===== src/verilog/tcp_rx_pkg.sv =====
package tcp_rx_pkg;

  // IPv4 protocol number for TCP
  localparam logic [7:0] PROTO_TCP = 8'd6;

  // fixed part of the TCP header
  localparam int TCP_HDR_LEN = 20;

  // byte that holds the data offset nibble
  localparam int HDR_OFFSET_POS = 12;

  // option kind codes
  localparam logic [7:0] OPT_END       = 8'd0;
  localparam logic [7:0] OPT_NOP       = 8'd1;
  localparam logic [7:0] OPT_MSS       = 8'd2;
  localparam logic [7:0] OPT_WND       = 8'd3;
  localparam logic [7:0] OPT_SACK_PERM = 8'd4;
  localparam logic [7:0] OPT_SACK      = 8'd5;
  localparam logic [7:0] OPT_TS        = 8'd8;

  // part of an option the walker expects next
  typedef enum logic [1:0] {
    kind_f = 2'd0,
    len_f  = 2'd1,
    data_f = 2'd2
  } opt_field_t;

  typedef logic [15:0] length_t;

endpackage : tcp_rx_pkg


===== src/verilog/ipv4_proto_filter.sv =====
`timescale 1ns/1ps

module ipv4_proto_filter (
  input  logic                clk,
  input  logic                fsm_rst,
  input  logic                frame_clr,
  input  logic [7:0]          in_dat,
  input  logic                in_val,
  input  logic                in_sof,
  input  logic                in_eof,
  input  logic [7:0]          in_proto,
  input  tcp_rx_pkg::length_t in_pld_len,
  output logic [7:0]          b_dat,
  output logic                b_val,
  output tcp_rx_pkg::length_t b_idx,
  output tcp_rx_pkg::length_t frm_len
);

  logic acc;
  logic is_tcp;
  logic take;

  assign is_tcp = (in_proto == tcp_rx_pkg::PROTO_TCP);

  // the sof byte decides on the protocol, later bytes follow the flag
  assign take = in_val && (in_sof ? is_tcp : acc);

  always_ff @(posedge clk) begin
    if (fsm_rst || frame_clr) begin
      acc   <= 1'b0;
      b_val <= 1'b0;
      b_idx <= '0;
    end else begin
      b_val <= take;
      if (in_val && in_sof) begin
        acc <= is_tcp && !in_eof;
      end else if (take && in_eof) begin
        // nothing more belongs to this frame
        acc <= 1'b0;
      end
      if (take) begin
        b_idx <= in_sof ? '0 : b_idx + 16'd1;
      end
    end
  end

  always_ff @(posedge clk) begin
    if (take) begin
      b_dat <= in_dat;
    end
    if (take && in_sof) begin
      frm_len <= in_pld_len;
    end
  end

endmodule : ipv4_proto_filter


===== src/verilog/tcp_hdr_parser.sv =====
`timescale 1ns/1ps

module tcp_hdr_parser (
  input  logic                clk,
  input  logic                fsm_rst,
  input  logic                frame_clr,
  input  logic [7:0]          b_dat,
  input  logic                b_val,
  input  tcp_rx_pkg::length_t b_idx,
  output tcp_rx_pkg::length_t off_bytes,
  output logic                hdr_done,
  output logic [15:0]         src_port,
  output logic [15:0]         dst_port,
  output logic [31:0]         seq_num,
  output logic [31:0]         ack_num,
  output logic [8:0]          flags,
  output logic [15:0]         window,
  output logic                hdr_val,
  output logic                hdr_err
);

  logic [tcp_rx_pkg::TCP_HDR_LEN-1:0][7:0] hdr_sr;
  logic [tcp_rx_pkg::TCP_HDR_LEN*8-1:0]    hdr_word;
  tcp_rx_pkg::length_t                     off_raw;
  logic                                    in_hdr;
  logic                                    last_hdr;

  assign in_hdr   = b_val && (b_idx < tcp_rx_pkg::TCP_HDR_LEN);
  assign last_hdr = b_val && (b_idx == tcp_rx_pkg::TCP_HDR_LEN - 1);

  // header byte 0 ends up in the top byte, current byte closes the word
  assign hdr_word = {hdr_sr[tcp_rx_pkg::TCP_HDR_LEN-2:0], b_dat};

  // data offset is counted in 32-bit words
  assign off_raw = {10'd0, b_dat[7:4], 2'b00};

  always_ff @(posedge clk) begin
    if (in_hdr) begin
      hdr_sr <= {hdr_sr[tcp_rx_pkg::TCP_HDR_LEN-2:0], b_dat};
    end
  end

  always_ff @(posedge clk) begin
    if (fsm_rst) begin
      off_bytes <= tcp_rx_pkg::length_t'(tcp_rx_pkg::TCP_HDR_LEN);
      hdr_done  <= 1'b0;
      hdr_val   <= 1'b0;
      hdr_err   <= 1'b0;
    end else begin
      hdr_done <= last_hdr;
      hdr_val  <= last_hdr;
      if (frame_clr) begin
        off_bytes <= tcp_rx_pkg::length_t'(tcp_rx_pkg::TCP_HDR_LEN);
      end else if (b_val && b_idx == tcp_rx_pkg::HDR_OFFSET_POS) begin
        // a short offset is forced up to the fixed header
        if (off_raw < tcp_rx_pkg::TCP_HDR_LEN) begin
          off_bytes <= tcp_rx_pkg::length_t'(tcp_rx_pkg::TCP_HDR_LEN);
          hdr_err   <= 1'b1;
        end else begin
          off_bytes <= off_raw;
          hdr_err   <= 1'b0;
        end
      end
    end
  end

  // checksum and urgent pointer are not kept
  always_ff @(posedge clk) begin
    if (last_hdr) begin
      src_port <= hdr_word[159:144];
      dst_port <= hdr_word[143:128];
      seq_num  <= hdr_word[127:96];
      ack_num  <= hdr_word[95:64];
      flags    <= hdr_word[56:48];
      window   <= hdr_word[47:32];
    end
  end

endmodule : tcp_hdr_parser


===== src/verilog/tcp_opt_parser.sv =====
`timescale 1ns/1ps

module tcp_opt_parser #(
  parameter int MAX_OPT_BYTES = 40
) (
  input  logic                clk,
  input  logic                fsm_rst,
  input  logic                frame_clr,
  input  logic [7:0]          b_dat,
  input  logic                b_val,
  input  tcp_rx_pkg::length_t b_idx,
  input  tcp_rx_pkg::length_t off_bytes,
  input  logic                hdr_done,
  output logic                opt_done,
  output logic                mss_pres,
  output logic [15:0]         mss,
  output logic                wnd_pres,
  output logic [7:0]          wnd_scale,
  output logic                sack_perm_pres,
  output logic [2:0]          sack_blocks,
  output logic                ts_pres,
  output logic [31:0]         ts_val,
  output logic                opt_val
);

  localparam int CNT_W = $clog2(MAX_OPT_BYTES + 1);

  tcp_rx_pkg::opt_field_t field;
  logic [7:0]             cur_kind;
  logic [7:0]             prev_dat;
  logic [CNT_W-1:0]       opt_len;
  logic [CNT_W-1:0]       data_cnt;
  logic                   in_opt;
  logic                   last_data;

  assign in_opt = b_val && (b_idx >= tcp_rx_pkg::TCP_HDR_LEN) && (b_idx < off_bytes);
  assign last_data = (data_cnt == opt_len - 1'b1);

  always_ff @(posedge clk) begin
    if (fsm_rst) begin
      field    <= tcp_rx_pkg::kind_f;
      data_cnt <= '0;
      opt_done <= 1'b0;
      opt_val  <= 1'b0;
    end else begin
      // last option byte, or header byte 19 when there are none
      opt_done <= b_val && (b_idx == off_bytes - 16'd1);
      opt_val  <= opt_done;
      if (frame_clr) begin
        field    <= tcp_rx_pkg::kind_f;
        data_cnt <= '0;
      end else if (in_opt) begin
        case (field)
          tcp_rx_pkg::kind_f: begin
            // END and NOP are single bytes, every other kind has a length
            if (b_dat != tcp_rx_pkg::OPT_END && b_dat != tcp_rx_pkg::OPT_NOP) begin
              field <= tcp_rx_pkg::len_f;
            end
          end
          tcp_rx_pkg::len_f: begin
            data_cnt <= '0;
            field    <= (b_dat > 8'd2) ? tcp_rx_pkg::data_f : tcp_rx_pkg::kind_f;
          end
          default: begin
            data_cnt <= data_cnt + 1'b1;
            if (last_data) begin
              field <= tcp_rx_pkg::kind_f;
            end
          end
        endcase
      end
    end
  end

  always_ff @(posedge clk) begin
    if (in_opt) begin
      prev_dat <= b_dat;
      if (field == tcp_rx_pkg::kind_f) begin
        cur_kind <= b_dat;
      end
      if (field == tcp_rx_pkg::len_f) begin
        opt_len <= CNT_W'(b_dat - 8'd2);
      end
    end
  end

  always_ff @(posedge clk) begin
    if (fsm_rst) begin
      mss_pres       <= 1'b0;
      wnd_pres       <= 1'b0;
      sack_perm_pres <= 1'b0;
      ts_pres        <= 1'b0;
      sack_blocks    <= '0;
    end else begin
      // results of the previous frame stay until the next header is in
      if (hdr_done) begin
        mss_pres       <= 1'b0;
        wnd_pres       <= 1'b0;
        sack_perm_pres <= 1'b0;
        ts_pres        <= 1'b0;
        sack_blocks    <= '0;
      end
      if (in_opt && field == tcp_rx_pkg::kind_f) begin
        case (b_dat)
          tcp_rx_pkg::OPT_MSS:       mss_pres       <= 1'b1;
          tcp_rx_pkg::OPT_WND:       wnd_pres       <= 1'b1;
          tcp_rx_pkg::OPT_SACK_PERM: sack_perm_pres <= 1'b1;
          tcp_rx_pkg::OPT_TS:        ts_pres        <= 1'b1;
          default: ;
        endcase
      end
      if (in_opt && field == tcp_rx_pkg::len_f && cur_kind == tcp_rx_pkg::OPT_SACK) begin
        case (b_dat)
          8'd10:   sack_blocks <= 3'd1;
          8'd18:   sack_blocks <= 3'd2;
          8'd26:   sack_blocks <= 3'd3;
          8'd34:   sack_blocks <= 3'd4;
          default: sack_blocks <= 3'd0;
        endcase
      end
    end
  end

  // option values
  always_ff @(posedge clk) begin
    if (in_opt && field == tcp_rx_pkg::data_f) begin
      if (cur_kind == tcp_rx_pkg::OPT_MSS && last_data) begin
        mss <= {prev_dat, b_dat};
      end
      if (cur_kind == tcp_rx_pkg::OPT_WND && last_data) begin
        wnd_scale <= b_dat;
      end
      // TSval is the first four data bytes, TSecr is dropped
      if (cur_kind == tcp_rx_pkg::OPT_TS && data_cnt < 4) begin
        ts_val <= {ts_val[23:0], b_dat};
      end
    end
  end

endmodule : tcp_opt_parser


===== src/verilog/tcp_pld_strm.sv =====
`timescale 1ns/1ps

module tcp_pld_strm (
  input  logic                clk,
  input  logic                fsm_rst,
  input  logic [7:0]          b_dat,
  input  logic                b_val,
  input  tcp_rx_pkg::length_t b_idx,
  input  tcp_rx_pkg::length_t off_bytes,
  input  tcp_rx_pkg::length_t frm_len,
  input  logic                opt_done,
  output logic [7:0]          out_dat,
  output logic                out_val,
  output logic                out_sof,
  output logic                out_eof,
  output tcp_rx_pkg::length_t pld_len,
  output logic                frame_done,
  output logic                frame_clr
);

  logic in_pld;
  logic no_pld;

  // off_bytes never drops below the fixed header length
  assign in_pld = b_val && (b_idx >= off_bytes);
  assign no_pld = (frm_len == off_bytes);

  always_ff @(posedge clk) begin
    if (fsm_rst) begin
      out_val    <= 1'b0;
      out_sof    <= 1'b0;
      out_eof    <= 1'b0;
      frame_done <= 1'b0;
    end else begin
      out_val    <= in_pld;
      out_sof    <= in_pld && (b_idx == off_bytes);
      out_eof    <= in_pld && (b_idx == frm_len - 16'd1);
      // an empty frame ends right after its options
      frame_done <= out_eof || (opt_done && no_pld);
    end
  end

  always_ff @(posedge clk) begin
    if (in_pld) begin
      out_dat <= b_dat;
    end
    if (opt_done) begin
      pld_len <= frm_len - off_bytes;
    end
  end

  // the frame is closed in the same cycle it is reported done
  assign frame_clr = frame_done;

endmodule : tcp_pld_strm


===== src/verilog/tcp_rx_top.sv =====
`timescale 1ns/1ps

module tcp_rx_top #(
  parameter int MAX_OPT_BYTES = 40
) (
  input  logic                clk,
  input  logic                fsm_rst,
  input  logic [7:0]          in_dat,
  input  logic                in_val,
  input  logic                in_sof,
  input  logic                in_eof,
  input  logic [7:0]          in_proto,
  input  tcp_rx_pkg::length_t in_pld_len,
  output logic [15:0]         src_port,
  output logic [15:0]         dst_port,
  output logic [31:0]         seq_num,
  output logic [31:0]         ack_num,
  output logic [8:0]          flags,
  output logic [15:0]         window,
  output logic                hdr_val,
  output logic                hdr_err,
  output logic                mss_pres,
  output logic [15:0]         mss,
  output logic                wnd_pres,
  output logic [7:0]          wnd_scale,
  output logic                sack_perm_pres,
  output logic [2:0]          sack_blocks,
  output logic                ts_pres,
  output logic [31:0]         ts_val,
  output logic                opt_val,
  output logic [7:0]          out_dat,
  output logic                out_val,
  output logic                out_sof,
  output logic                out_eof,
  output tcp_rx_pkg::length_t pld_len,
  output logic                frame_done
);

  logic [7:0]          b_dat;
  logic                b_val;
  tcp_rx_pkg::length_t b_idx;
  tcp_rx_pkg::length_t frm_len;
  tcp_rx_pkg::length_t off_bytes;
  logic                hdr_done;
  logic                opt_done;
  logic                frame_clr;

  ipv4_proto_filter u_filter (
    .clk        (clk),
    .fsm_rst    (fsm_rst),
    .frame_clr  (frame_clr),
    .in_dat     (in_dat),
    .in_val     (in_val),
    .in_sof     (in_sof),
    .in_eof     (in_eof),
    .in_proto   (in_proto),
    .in_pld_len (in_pld_len),
    .b_dat      (b_dat),
    .b_val      (b_val),
    .b_idx      (b_idx),
    .frm_len    (frm_len)
  );

  tcp_hdr_parser u_hdr (
    .clk       (clk),
    .fsm_rst   (fsm_rst),
    .frame_clr (frame_clr),
    .b_dat     (b_dat),
    .b_val     (b_val),
    .b_idx     (b_idx),
    .off_bytes (off_bytes),
    .hdr_done  (hdr_done),
    .src_port  (src_port),
    .dst_port  (dst_port),
    .seq_num   (seq_num),
    .ack_num   (ack_num),
    .flags     (flags),
    .window    (window),
    .hdr_val   (hdr_val),
    .hdr_err   (hdr_err)
  );

  tcp_opt_parser #(
    .MAX_OPT_BYTES (MAX_OPT_BYTES)
  ) u_opt (
    .clk            (clk),
    .fsm_rst        (fsm_rst),
    .frame_clr      (frame_clr),
    .b_dat          (b_dat),
    .b_val          (b_val),
    .b_idx          (b_idx),
    .off_bytes      (off_bytes),
    .hdr_done       (hdr_done),
    .opt_done       (opt_done),
    .mss_pres       (mss_pres),
    .mss            (mss),
    .wnd_pres       (wnd_pres),
    .wnd_scale      (wnd_scale),
    .sack_perm_pres (sack_perm_pres),
    .sack_blocks    (sack_blocks),
    .ts_pres        (ts_pres),
    .ts_val         (ts_val),
    .opt_val        (opt_val)
  );

  tcp_pld_strm u_pld (
    .clk        (clk),
    .fsm_rst    (fsm_rst),
    .b_dat      (b_dat),
    .b_val      (b_val),
    .b_idx      (b_idx),
    .off_bytes  (off_bytes),
    .frm_len    (frm_len),
    .opt_done   (opt_done),
    .out_dat    (out_dat),
    .out_val    (out_val),
    .out_sof    (out_sof),
    .out_eof    (out_eof),
    .pld_len    (pld_len),
    .frame_done (frame_done),
    .frame_clr  (frame_clr)
  );

endmodule : tcp_rx_top


===== config.mk =====
export PLATFORM = sky130hd
export DESIGN_NAME = tcp_rx_top
export DESIGN_NICKNAME = d
export VERILOG_FILES = /design/src/verilog/tcp_rx_pkg.sv /design/src/verilog/ipv4_proto_filter.sv /design/src/verilog/tcp_hdr_parser.sv /design/src/verilog/tcp_opt_parser.sv /design/src/verilog/tcp_pld_strm.sv /design/src/verilog/tcp_rx_top.sv
export SDC_FILE = /design/constraint.sdc
export NUM_CORES = 1
export LEC_CHECK = 0
export BUFFER_PORTS_ARGS = -buffer_cell sky130_fd_sc_hd__buf_4
export CAP_MARGIN = 40
export CORE_MARGIN = 4
export CORE_UTILIZATION = 40
export DETAILED_ROUTE_END_ITERATION = 8
export GPL_ROUTABILITY_DRIVEN = 0
export GPL_TIMING_DRIVEN = 0
export HOLD_SLACK_MARGIN = 0.15
export PLACE_DENSITY = 0.64
export SYNTH_ARGS = -nofsm -noshare
export SYNTH_HDL_FRONTEND = slang
export SYNTH_SLANG_ARGS = --single-unit

===== constraint.sdc =====
create_clock -name clk -period 10.2 [get_ports clk]
set_input_delay 1.53 -clock clk [delete_from_list [all_inputs] [get_ports clk]]
set_output_delay 1.53 -clock clk [all_outputs]
set_load 0.1 [all_outputs]

Yosys cells after proc, flatten, opt, wreduce, memory -nomap -nowiden
Index checks and enable logic that the tools add are counted.

word-level totals
  output and inout bits = 215
  logic and storage cells = 160
  register bits = 456
  input bits = 37

operators by class
  mux-type cells = 26
  reductions and logical operators = 40
  equal/unequal tests = 24
  bitwise operators = 2
  $lt $le $gt $ge = 7
  $add $sub $neg = 7

operators by type and width
  kind                                                                                   number
  16-bit equality test                                                                   4
  8-bit by 2-bit equality test with 1-bit output (second input constant)                 4
  16-bit by 1-bit subtractor with 16-bit output (second input constant)                  2
  8-bit by 3-bit equality test with 1-bit output (second input constant)                 3
  8-bit by 4-bit equality test with 1-bit output (second input constant)                 3
  1-bit logical AND                                                                      23
  16-bit by 1-bit adder with 16-bit output (second input constant)                       1
  16-bit by 4-bit equality test with 1-bit output (second input constant)                1
  16-bit by 5-bit equality test with 1-bit output (second input constant)                1
  8-bit by 5-bit equality test with 1-bit output (second input constant)                 2
  16-bit greater-or-equal comparator                                                     1
  16-bit by 5-bit greater-or-equal comparator with 1-bit output (second input constant)  1
  16-bit less-than comparator                                                            1
  16-bit by 5-bit less-than comparator with 1-bit output (second input constant)         1
  1-bit 2-to-1 mux                                                                       16
  16-bit 2-to-1 mux                                                                      1
  16-bit subtractor                                                                      1
  2-bit AND reduction                                                                    7
  3-bit case mux with 4 select lines                                                     1
  6-bit case mux with 2 select lines                                                     1
  8-bit by 6-bit equality test with 1-bit output (second input constant)                 1
  8-bit by 2-bit > comparator with 1-bit output (second input constant)                  1
  8-bit by 1-bit inequality test with 1-bit output (second input constant)               1
  8-bit nonzero test                                                                     1
  21 further kinds                                                                       27

Logic depth before layout (Yosys ltp)
Gate-level depths: netlist (run 1).

  depth in word-level cells = 6
  gate-level depth with buffers = 9
  gate-level depth less buffers = 9

Modules after synthesis
A second synthesis (run 1) with hierarchy kept.

second synthesis, totals
  cell total of the unflattened synthesis = 1,084
  area, all modules = 17,179.0 um^2

by module, submodules not included
  module             cells each  area each (um^2)  sequential area each (um^2)  times used
  tcp_hdr_parser     328         8,628.3           8,318.0                      1
  tcp_opt_parser     354         4,361.7           2,682.6                      1
  tcp_pld_strm       272         2,557.5           800.8                        1
  ipv4_proto_filter  130         1,631.6           1,081.0                      1

Worst setup path after synthesis (run 1)
OpenSTA, ideal clock, no wires.

  kind = reg2reg
  start point = register u_filter.b_idx[3]
  end point = register u_hdr.ack_num[0], enable pin
  setup time = 0.603 ns
  data required time = 9.597 ns
  period minus slack after synthesis = 6.649 ns
  data arrival time = 6.047 ns
  slack = 3.551 ns
  cell stages (with the launch flop) = 6
  path through = dfxtp_1 -> buf_2 -> or2_2 -> nor3b_1 -> nand2_1 -> nor2_1

between the ends
  cells in the longest elaborated chain, start to end = 2

RTL lines
  what                                             RTL line                 text
  start, declared                                  ipv4_proto_filter.sv:15  output tcp_rx_pkg::length_t b_idx,
  start signal, assigned                           ipv4_proto_filter.sv:42  b_idx <= in_sof ? '0 : b_idx + 16'd1;
  16-bit by 5-bit equality test with 1-bit output  tcp_hdr_parser.sv:29     assign last_hdr = b_val && (b_idx == tcp_rx_pkg::TCP_HDR_LEN - 1);
  1-bit logical AND                                tcp_hdr_parser.sv:29
  named net u_hdr.last_hdr                         tcp_hdr_parser.sv:26     logic last_hdr;
  end signal, assigned                             tcp_hdr_parser.sv:73     ack_num <= hdr_word[95:64];
  end, declared                                    tcp_hdr_parser.sv:15     output logic [31:0] ack_num,

The timed path passes the listed nets, and every way through them passes these cells.
A chain may end at the register's enable or synchronous reset.

Worst setup path after layout (run 1)
  start point = register u_filter.b_idx[8]
  end point = register u_opt.ts_val[17], enable pin

between the ends
  cells in the longest elaborated chain, start to end = 5

RTL lines
  what                                                           RTL line               text
  16-bit by 5-bit greater-or-equal comparator with 1-bit output  tcp_opt_parser.sv:36   assign in_opt = b_val && (b_idx >= tcp_rx_pkg::TCP_HDR_LEN) && (b_idx < off_bytes);
  1-bit logical AND                                              tcp_opt_parser.sv:36
  1-bit logical AND (*)                                          tcp_opt_parser.sv:36
  1-bit logical AND (*)                                          tcp_opt_parser.sv:126  if (in_opt && field == tcp_rx_pkg::data_f) begin
  2-bit AND reduction (no source line) (*)                       --
  end signal, assigned                                           tcp_opt_parser.sv:135  ts_val <= {ts_val[23:0], b_dat};
  end, declared                                                  tcp_opt_parser.sv:22   output logic [31:0] ts_val,

Every way passes the cells marked *; elsewhere a longest branch is shown, timed or not.

==> results of run 1 <==
-- worst register-to-register path, stage by stage (launching register included) --
cell and delay [ns]:
dfxtp_1 0.39, nor4_4 0.46, nand4_4 0.22, nor4_4 0.39
buf_6 0.24, and3_1 0.75, buf_8 0.26
-- cell type report --
class                      instances  area, um2  area share
sequential                       444      12900       0.653
buffer                            22        101     0.00514
timing repair buffer             260       2060       0.105
tap                              511        639      0.0324
clock inverter                    29        265      0.0135
clock buffer                      53       1190      0.0602
multi-input combinational        367       2490       0.126
inverter                          24       90.1     0.00457
-- layer usage --
metal	GRT usage	wire, um	share of wire
met5	0	0	0
met4	0.0443	660	0.022
met3	0.0364	2060	0.069
met2	0.226	14500	0.48
met1	0.186	12900	0.43
-- cell families after synthesis --
group,share of synthesized area
flops,0.828
buf+inv,0.0123
mux,0.00330
xor+xnor,0.0338
simple gates,0.0837
compound gates,0.0245
fa+ha+maj,0.0142
-- layout by cell type, fill, tap and decap left out, types with 4 or more instances in the layout --
cell type,count
edfxtp_1,399
buf_4,253
nor2_1,46
clkbuf_16,46
dfxtp_1,45
nand2_1,42
xnor2_1,31
xor2_1,29
inv_1,24
nor3_1,21
clkbuf_1,20
a21oi_1,20
ha_1,16
nand3_1,15
nand2b_1,13
nand4_1,12
o21ai_0,11
nor2b_1,10
nor4_1,9
clkinv_1,9
nor3b_1,8
buf_2,6
and3_1,6
clkinvlp_4,6
a41oi_1,5
and4_1,5
a311oi_1,5
clkinv_2,5
buf_12,5
nor4_4,4
and2_1,4
nor4b_1,4
mux2i_1,4
clkinv_4,4
-- registers in the layout (all words and copies together), names as in the netlist, 16 cells and up --
register	count
u_hdr.window	16
u_opt.mss	16
u_hdr.hdr_sr	152
u_hdr.dst_port	16
u_filter.b_idx	16
u_hdr.seq_num	32
u_filter.frm_len	16
u_hdr.ack_num	32
u_opt.ts_val	32
u_hdr.src_port	16
u_pld.pld_len	16
-- report_power, final --
part / switching, mW / leakage (nW) / internal (mW)
Clock: 0.676 / 0.691 / 0.917
Sequential: 0.000554 / 3.95 / 1.95
Combinational: 0.00845 / 2.26 / 0.0110
-- stage by stage --
step | hold slack, ns | utilization | setup slack (ns) | instances | instance area (um2)
global route | 0.419 | 0.519 | 7.00 | 1710 | 19700
floorplan | 0.400 | - | 3.55 | 857 | 15600
detailed placement | 0.405 | 0.480 | 6.74 | 1628 | 18300
finish | 0.410 | 0.519 | 7.20 | 1710 | 19700
CTS | 0.407 | 0.519 | 7.15 | 1710 | 19700
global placement | 0.401 | 0.475 | 0.624 | 1619 | 18100
-- path summary, 6_finish.rpt --
kind | startpoint | end | slack, ns | cells after the start
worst min register to register | u_hdr.hdr_sr[13] | u_hdr.hdr_sr[21] | 0.41 | 0
worst max-delay path | u_filter.b_idx[8] | u_opt.ts_val[17] | 7.20 | 6
worst max register to register | u_filter.b_idx[8] | u_opt.ts_val[17] | 7.20 | 6
worst min-delay path | u_hdr.hdr_sr[13] | u_hdr.hdr_sr[21] | 0.41 | 0
==> out/results.ini, run 1 <==
[status]
status=finished clean

[critical_path]
crit_arrival_ns=3.27
cp_top_family=simple AND/OR/NAND/NOR gates
crit_path_frequent_cell=nor4_4
cp-start-kind=register
worst-setup-path-type=register to register
worstPathMaxFanout=18
path_buf_inv=2
critPathSlowestCell=and3_1
worstPathRequired_ns=10.47
max_stage_delay_ns=0.74
worstPathCellList=nor4_4 -> nand4_4 -> nor4_4 -> buf_6 -> and3_1 -> buf_8
end_kind=register

[pwr]
ir_drop_uv=131
p_leak_nw=6.90
finalPower_mw=3.57
power.density_mw_per_mm2=181

[clocking]
worstSkewPairLatency_ns=0.56
cts_tree=built
cts.sinks=444
holdBufCountCts=0
cts_buffers=46
cts_buffer_depth=3
postCtsSetupBuffers=0
clkTransAtPathRegs_ns=0.06
post_cts_resize_count=0
cts_max_level=2
cts-root-buf=clkbuf_16

[route]
drt_wl_total_mm=30.1
ant_nets=0
dr.pass1.iters=5
post_drt_wl_per_cell_um=17.6
dr_total_vias=8153
route.detailed.drc=0
drt_iter0_drc=409
via_per_inst=4.77

[sta]
tightest_slew_ns=0.858
drv_slew=0
period_share=0.294
setup_viol=0
hold_viol=0
fin_skew_ns=0.0220
rsz0062_at_grt=no
clock.fmax_mhz=333
slew-limit-headroom=0.428
post-route-min-period_ns=3.00
setup-tns-final_ns=0

[global_routing]
grt_max_degree=54
grt_first_pass_wirelength_mm=45.9
track_usage=0.140
overflow=0
antenna_found_initial=0
grt_pass1_vias=8165

[die]
dieArea_mm2=0.0421
start_util=0.409
core_area_mm2=0.0380
row_count=71
dieWidth_um=205
die_h_um=205
pin_count=252

[finish]
fillers=3080
antenna_cells=0
final_nets=1219
areaGrowthSynthToFinish_pct=26.8
drive_gt1_frac=0.294

[synth]
synth_edf_count=399
yosysSeqAreaShare=0.828
syn-num-nets=911
synth_top_cells_by_area=edfxtp_1, dfxtp_1, xnor2_1
synth_area_mm2=0.0156
synth_top_area_frac=0.770
yosysTopAreaCell=edfxtp_1
synth.avg_cell_area_um2=18.1
synthCells=857
async_flop_share=0
yosys_warnings=0
yosysUniqueCellTypes=57
synthFlopType=edfxtp_1
ys_ff_latch=444
synth.most_common_cell=edfxtp_1
synth_common_cells=edfxtp_1, nor2_1, dfxtp_1

[place]
dp_hpwl_mm=20.5
port_buffers=251

[min_path]
hp-class=register to register

[job]
drv_cap=0

(Power assumes the default switching activity.)
==> run 2: changes to the inputs <==
--- a/config.mk
+++ b/config.mk
@@ -5,6 +5,7 @@
 export SDC_FILE = /design/constraint.sdc
 export NUM_CORES = 1
 export LEC_CHECK = 0
+export ABC_AREA = 1
 export BUFFER_PORTS_ARGS = -buffer_cell sky130_fd_sc_hd__buf_4
 export CAP_MARGIN = 40
 export CORE_MARGIN = 4
==> constraint.sdc (replaced) <==
create_clock -name clk -period 2.85 [get_ports clk]
set_input_delay 0.4275 -clock clk [delete_from_list [all_inputs] [get_ports clk]]
set_output_delay 0.4275 -clock clk [all_outputs]
set_load 0.1 [all_outputs]
==> out/results.ini, run 2 <==
[status]
status=finished clean

[min_path]
whs_path_depth=3  ; +3
hp-class=input pin to register

[global_routing]
grt_pass1_vias=9050  ; +11%
grt_max_degree=32  ; -41%
overflow=0  ; unchanged
antenna_found_initial=0  ; unchanged
grt_first_pass_wirelength_mm=51.2  ; +12%
track_usage=0.149  ; +0.00952

[synth]
yosysSeqAreaShare=0.807  ; -0.0209
synth_top_cells_by_area=edfxtp_1, dfxtp_1, nand2_1
yosysTopAreaCell=edfxtp_1
ys_ff_latch=444  ; unchanged
synth_common_cells=edfxtp_1, nand2_1, nor2_1
synth_edf_count=399  ; unchanged
syn-num-nets=1077  ; +18%
yosysUniqueCellTypes=47  ; -18%
synth_area_mm2=0.0160  ; +2.6%
synth_top_area_frac=0.751  ; -0.0195
synthFlopType=edfxtp_1
synth.most_common_cell=edfxtp_1
synth.avg_cell_area_um2=15.6  ; -14%
synthCells=1023  ; +19%
yosys_warnings=0  ; unchanged
async_flop_share=0  ; unchanged

[critical_path]
max_stage_delay_ns=0.61  ; -0.13 ns
cp_num_cells=9  ; +3
cp_top_family=buffers and inverters
cp-start-kind=register
crit_arrival_ns=2.85  ; -0.42 ns
critPathSlowestCell=nor2_4
reg2reg_depth=9  ; +3
worstPathMaxFanout=31  ; +13
end_kind=register
worstPathCellList=buf_2 -> inv_2 -> nand2_1 -> a21oi_2 -> nand2_4 -> nor2_4 -> buf_16 -> buf_12 -> buf_12
worst-setup-path-type=register to register
worstPathRequired_ns=3.10  ; -7.37 ns
crit_path_frequent_cell=buf_12
path_buf_inv=5  ; +3

[die]
dieWidth_um=208  ; +1.2%
core_area_mm2=0.0390  ; +2.6%
row_count=72  ; +1.4%
dieArea_mm2=0.0431  ; +2.5%
pin_count=252  ; unchanged
die_h_um=208  ; +1.2%
start_util=0.409  ; about the same

[pwr]
finalPower_mw=12.8  ; +260%
swShare=0.192  ; +0.000475
p_int_mw=10.3  ; +260%
ir_drop_uv=403  ; +210%
netSwitchingPower_mw=2.45  ; +260%
power_frac_clock=0.444  ; -0.003
power.density_mw_per_mm2=621  ; +240%
seqPwrFrac=0.548  ; about the same
p_comb_frac=0.007  ; +0.002
p_leak_nw=7.56  ; +9.5%

[finish]
final_cells=1919  ; +12%
areaGrowthSynthToFinish_pct=28.8
design_area_mm2=0.0205  ; +4.2%
final_nets=1418  ; +16%
final_cell_mix=edfxtp_1, buf_4, nand2_1
layout_commonest_cell=edfxtp_1
antenna_cells=0  ; unchanged
top_register=u_hdr.hdr_sr
fillers=3178  ; +3.2%
fin_util=0.527  ; +0.00819
drive_gt1_frac=0.275  ; -0.0188
largest_reg_flops=152  ; unchanged

[place]
pre_cts_slack_ns=-0.109  ; -6.85 ns
port_buffers=251  ; unchanged
dp_hpwl_mm=22.5  ; +9.6%
postPlaceCellArea_mm2=0.0188  ; +2.8%
dp_cells=1803  ; +11%

[job]
drv_cap=0  ; unchanged

[route]
route.detailed.drc=0  ; unchanged
drt_wl_total_mm=32.8  ; +8.9%
post_drt_wl_per_cell_um=17.1  ; -3.0%
dr_total_vias=9143  ; +12%
ant_nets=0  ; unchanged
drt_iter0_drc=526  ; +29%
dr.pass1.iters=5  ; unchanged
via_per_inst=4.76  ; about the same

[clocking]
cts_tree=built
cts_buffer_depth=3  ; unchanged
cts-root-buf=clkbuf_16
worstSkewPairLatency_ns=0.56  ; about the same
cts_buffers=46  ; unchanged
clkTransAtPathRegs_ns=0.06  ; about the same
cts_max_level=2  ; unchanged
cts.sinks=444  ; unchanged

[sta]
fin_skew_ns=0.0261  ; +0.00410 ns
fin_ws_ns=0.249  ; -6.95 ns
tightest_slew_ns=0.889  ; +0.0313 ns
post-route-min-period_ns=2.60  ; -0.399 ns
setup_viol=0  ; unchanged
slew-limit-headroom=0.407  ; -0.0209
drv_slew=0  ; unchanged
holdWs_ns=0.194  ; -0.216 ns
clock.fmax_mhz=384  ; +15%
setup-tns-final_ns=0  ; unchanged
hold_viol=0  ; unchanged
period_share=0.913  ; +0.618
rsz0062_at_grt=no

==> run 2: cell types whose count changed in the layout (fill, tap and decap cells not counted), sizes merged, moves of 15 or more <==
cell | previous run | this run
nand2 | 43 | 144
inv | 25 | 88
nor2 | 47 | 99
nand3 | 15 | 49
dlygate4sd3 | 0 | 27
xnor2 | 31 | 15
a21oi | 20 | 35
==> run 2: power by group through the flow <==
stage	logic, mW	registers (mW)	clock network [mW]
floorplan	0.0155	7.13	0
global placement	0.0626	7.13	0
detailed placement	0.0640	7.13	0
CTS	0.0935	6.99	5.86
finish	0.0949	6.99	5.67
global route	0.103	6.99	6.16
==> run 2: worst min-delay path, delay by kind of cell <==
kind	cells	cell delay (ns)
and+or+nand+nor	1	0.09
AOI/OAI and AO/OA	1	0.07
buffers and inverters	1	0.12
==> run 2: repair_timing <==
| action | CTS | global route |
|---|---|---|
| endpoints found under the setup margin | 26 | 16 |
| setup buffers | 3 | 1 |
| gates resized for setup | 1 | 1 |
| pin swaps | 1 | 1 |
| hold endpoints to repair | 28 | 0 |
| hold buffers | 27 | 0 |
==> run 2: cell type report <==
| cell class | instances | area, um2 | area share |
|---|---|---|---|
| Buffer | 17 | 118 | 0.00572 |
| Clock buffer | 55 | 1220 | 0.0592 |
| Clock inverter | 30 | 225 | 0.0110 |
| Inverter | 85 | 325 | 0.0158 |
| Multi-Input combinational cell | 477 | 2690 | 0.131 |
| Sequential cell | 444 | 12900 | 0.627 |
| Tap cell | 518 | 648 | 0.0315 |
| Timing Repair Buffer | 293 | 2440 | 0.119 |
==> run 2: cells by family after synthesis <==
logic type / share of synthesized area
xor gates and xnor gates: 0.0250
and+or+nand+nor: 0.104
DFF: 0.807
adders and majority gates: 0.0138
buffers and inverters: 0.0274
AOI/OAI and AO/OA: 0.0227
==> run 2: final timing paths <==
path,end,start,slack [ns]
max,u_hdr.hdr_sr[92],u_filter.b_idx[5],0.25
min,u_filter.b_idx[0],in_val,0.19
max reg2reg,u_hdr.hdr_sr[92],u_filter.b_idx[5],0.25
min reg2reg,u_hdr.hdr_sr[22],u_hdr.hdr_sr[14],0.41
==> run 2: routing by layer <==
metal  vias to the layer above  GRT usage  share of wire
met5                         -          0              0
met1                      4418      0.196           0.42
met2                       309      0.242           0.48
li1                       4362          -              -
met4                         0     0.0550          0.025
met3                        54     0.0372          0.067
==> run 3: changes to the inputs <==
--- a/config.mk
+++ b/config.mk
@@ -5,7 +5,6 @@
 export SDC_FILE = /design/constraint.sdc
 export NUM_CORES = 1
 export LEC_CHECK = 0
-export ABC_AREA = 1
 export BUFFER_PORTS_ARGS = -buffer_cell sky130_fd_sc_hd__buf_4
 export CAP_MARGIN = 40
 export CORE_MARGIN = 4
==> out/results.ini, run 3 (same netlist as run 1, synthesis figures left out) <==
[critical_path]
timing.rr.start=u_opt.opt_len[0]
r2r_slack_ns=0.19  ; -0.06 ns
reg2reg_depth=8  ; -1
path_buf_inv=1  ; -4
max_stage_delay_ns=0.52  ; -0.09 ns
cp_top_family=simple AND/OR/NAND/NOR gates
rr_endpoint=u_opt.mss[7]
setup.worst_path.end=u_opt.mss[7]
end_kind=register
worstPathCellList=inv_1 -> ha_1 -> nand2b_1 -> o211a_1 -> o31ai_1 -> nand3_1 -> nor4b_1 -> and3_2
worstPathMaxFanout=16  ; -48%
cp-start-kind=register
critPathSlowestCell=and3_2
crit_arrival_ns=2.88  ; +0.03 ns
cp_num_cells=8  ; -1
worst-setup-path-type=register to register
worstPathRequired_ns=3.07  ; -0.03 ns
startpoint=u_opt.opt_len[0]

[clocking]
worstSkewPairLatency_ns=0.58  ; +0.02 ns
cts_max_level=2  ; unchanged
cts_buffer_depth=3  ; unchanged
cts_tree=built
clkTransAtPathRegs_ns=0.06  ; about the same
cts.sinks=444  ; unchanged
cts_buffers=45  ; -2.2%
cts-root-buf=clkbuf_16
postCtsSetupBuffers=0  ; -3

[die]
dieArea_mm2=0.0421  ; -2.4%
pin_count=252  ; unchanged
die_h_um=205  ; -1.2%
row_count=71  ; -1.4%
core_area_mm2=0.0380  ; -2.5%
dieWidth_um=205  ; -1.2%
start_util=0.409  ; about the same

[route]
post_drt_wl_per_cell_um=17.7  ; +3.4%
drt_iter0_drc=479  ; -8.9%
via_per_inst=4.78  ; +0.41%
ant_nets=0  ; unchanged
route.detailed.drc=0  ; unchanged
dr_total_vias=8305  ; -9.2%
drt_wl_total_mm=30.7  ; -6.5%
dr.pass1.iters=5  ; unchanged

[pwr]
power.density_mw_per_mm2=645  ; +3.9%
p_leak_nw=7.05  ; -6.7%
ir_drop_uv=496  ; +23%

[global_routing]
grt_use_met1=0.190  ; -0.00622
grt.met2_usage=0.232  ; -0.0102
grt_max_degree=55  ; +72%
antenna_found_initial=0  ; unchanged
grt_pass1_vias=8464  ; -6.5%
grtUsageMet3=0.0389  ; +0.00175
grt_first_pass_wirelength_mm=47.4  ; -7.4%
grt_busiest_layer=met2
overflow=0  ; unchanged
track_usage=0.144  ; -0.00523

[finish]
design_area_mm2=0.0200  ; -2.5%
fillers=3042  ; -4.3%
top_register=u_hdr.hdr_sr
areaGrowthSynthToFinish_pct=28.9  ; about the same
drive_gt1_frac=0.297  ; +0.0223
antenna_cells=0  ; unchanged
largest_reg_flops=152  ; unchanged
final_nets=1244  ; -12%
layout_commonest_cell=edfxtp_1
final_cell_mix=edfxtp_1, buf_4, nor2_1

[place]
port_buffers=251  ; unchanged
postPlaceCellArea_mm2=0.0183  ; -2.5%
dp_hpwl_mm=20.7  ; -8.0%

[sta]
setup-tns-final_ns=0  ; unchanged
clock.fmax_mhz=376  ; -2.3%
fin_skew_ns=0.0200  ; -0.00609 ns
slew-limit-headroom=0.401  ; -0.00675
post-route-min-period_ns=2.66  ; +0.0606 ns
tightest_slew_ns=0.897  ; +0.00827 ns
rsz0062_at_grt=no
setup_viol=0  ; unchanged
drv_slew=0  ; unchanged
period_share=0.934  ; +0.0213
hold_viol=0  ; unchanged

[job]
drv_cap=0  ; unchanged

[status]
status=finished clean

[min_path]
hp-class=input pin to register
whs_path_depth=4  ; +1

run 3: cell types whose count changed in the layout (fill, tap and decap cells not counted), sizes merged, moves of 13 or more:
cell / before / now
nand3: 49 / 15
nand2: 144 / 43
nor2: 99 / 47
a21oi: 35 / 20
nand2b: 0 / 13
xnor2: 15 / 31
inv: 88 / 28
run 3: metrics by stage:
step	hold WS [ns]	std cells	utilization	power [mW]	setup slack (ns)
4_1_cts	0.206	1735	0.527	13.1	0.143
2_1_floorplan	0.400	857	-	7.15	-0.314
5_1_grt	0.281	1736	0.527	13.4	0.00452
6_report	0.245	1736	0.527	12.9	0.189
3_5_place_dp	0.405	1627	0.481	7.20	-0.0629
3_3_place_gp	0.400	1619	0.476	7.20	-1.40
run 3: area by class of cell:
class | count | area [um2] | share of cell area
multi-input combinational | 367 | 2510 | 0.125
inverter | 24 | 90.1 | 0.00449
tap | 511 | 639 | 0.0319
timing repair buffer | 286 | 2330 | 0.116
sequential | 444 | 12900 | 0.643
clock buffer | 52 | 1160 | 0.0580
buffer | 22 | 110 | 0.00549
clock inverter | 30 | 312 | 0.0155
run 3: worst min-delay path by stage:
stage	from	end	slack (ns)
floorplan	u_hdr.hdr_sr[2]	u_hdr.hdr_sr[10]	0.40
global placement	u_hdr.hdr_sr[144]	u_hdr.src_port[8]	0.40
detailed placement	u_hdr.hdr_sr[2]	u_hdr.hdr_sr[10]	0.40
CTS	in_val	u_filter.acc	0.21
global route	in_val	u_filter.acc	0.28
finish	in_val	u_filter.acc	0.25
run 3: repair_timing:
action / 4_1_cts / 5_1_grt
endpoints found under the setup margin: 37 / 30
hold buffers: 26 / 0
hold endpoints to repair: 27 / 0
gates resized for setup: 2 / 3
run 3: per-layer routing:
layer / part of all wire / vias to the layer above
met5: 0 / -
met4: 0.023 / 0
met3: 0.072 / 50
met2: 0.48 / 280
met1: 0.43 / 4045
li1: - / 3930
run 3: worst min-delay path, cell delays in order:
cell	delay (ns)
buf_4	0.12
o21ai_0	0.08
a21oi_1	0.07
nor2_1	0.08
run 3: power by group:
group	switching, mW	leakage, nW	total [mW]	internal, mW
Sequential	0.00199	3.95	7.00	6.99
Clock	2.42	0.725	5.83	3.41
Combinational	0.0371	2.38	0.0997	0.0626
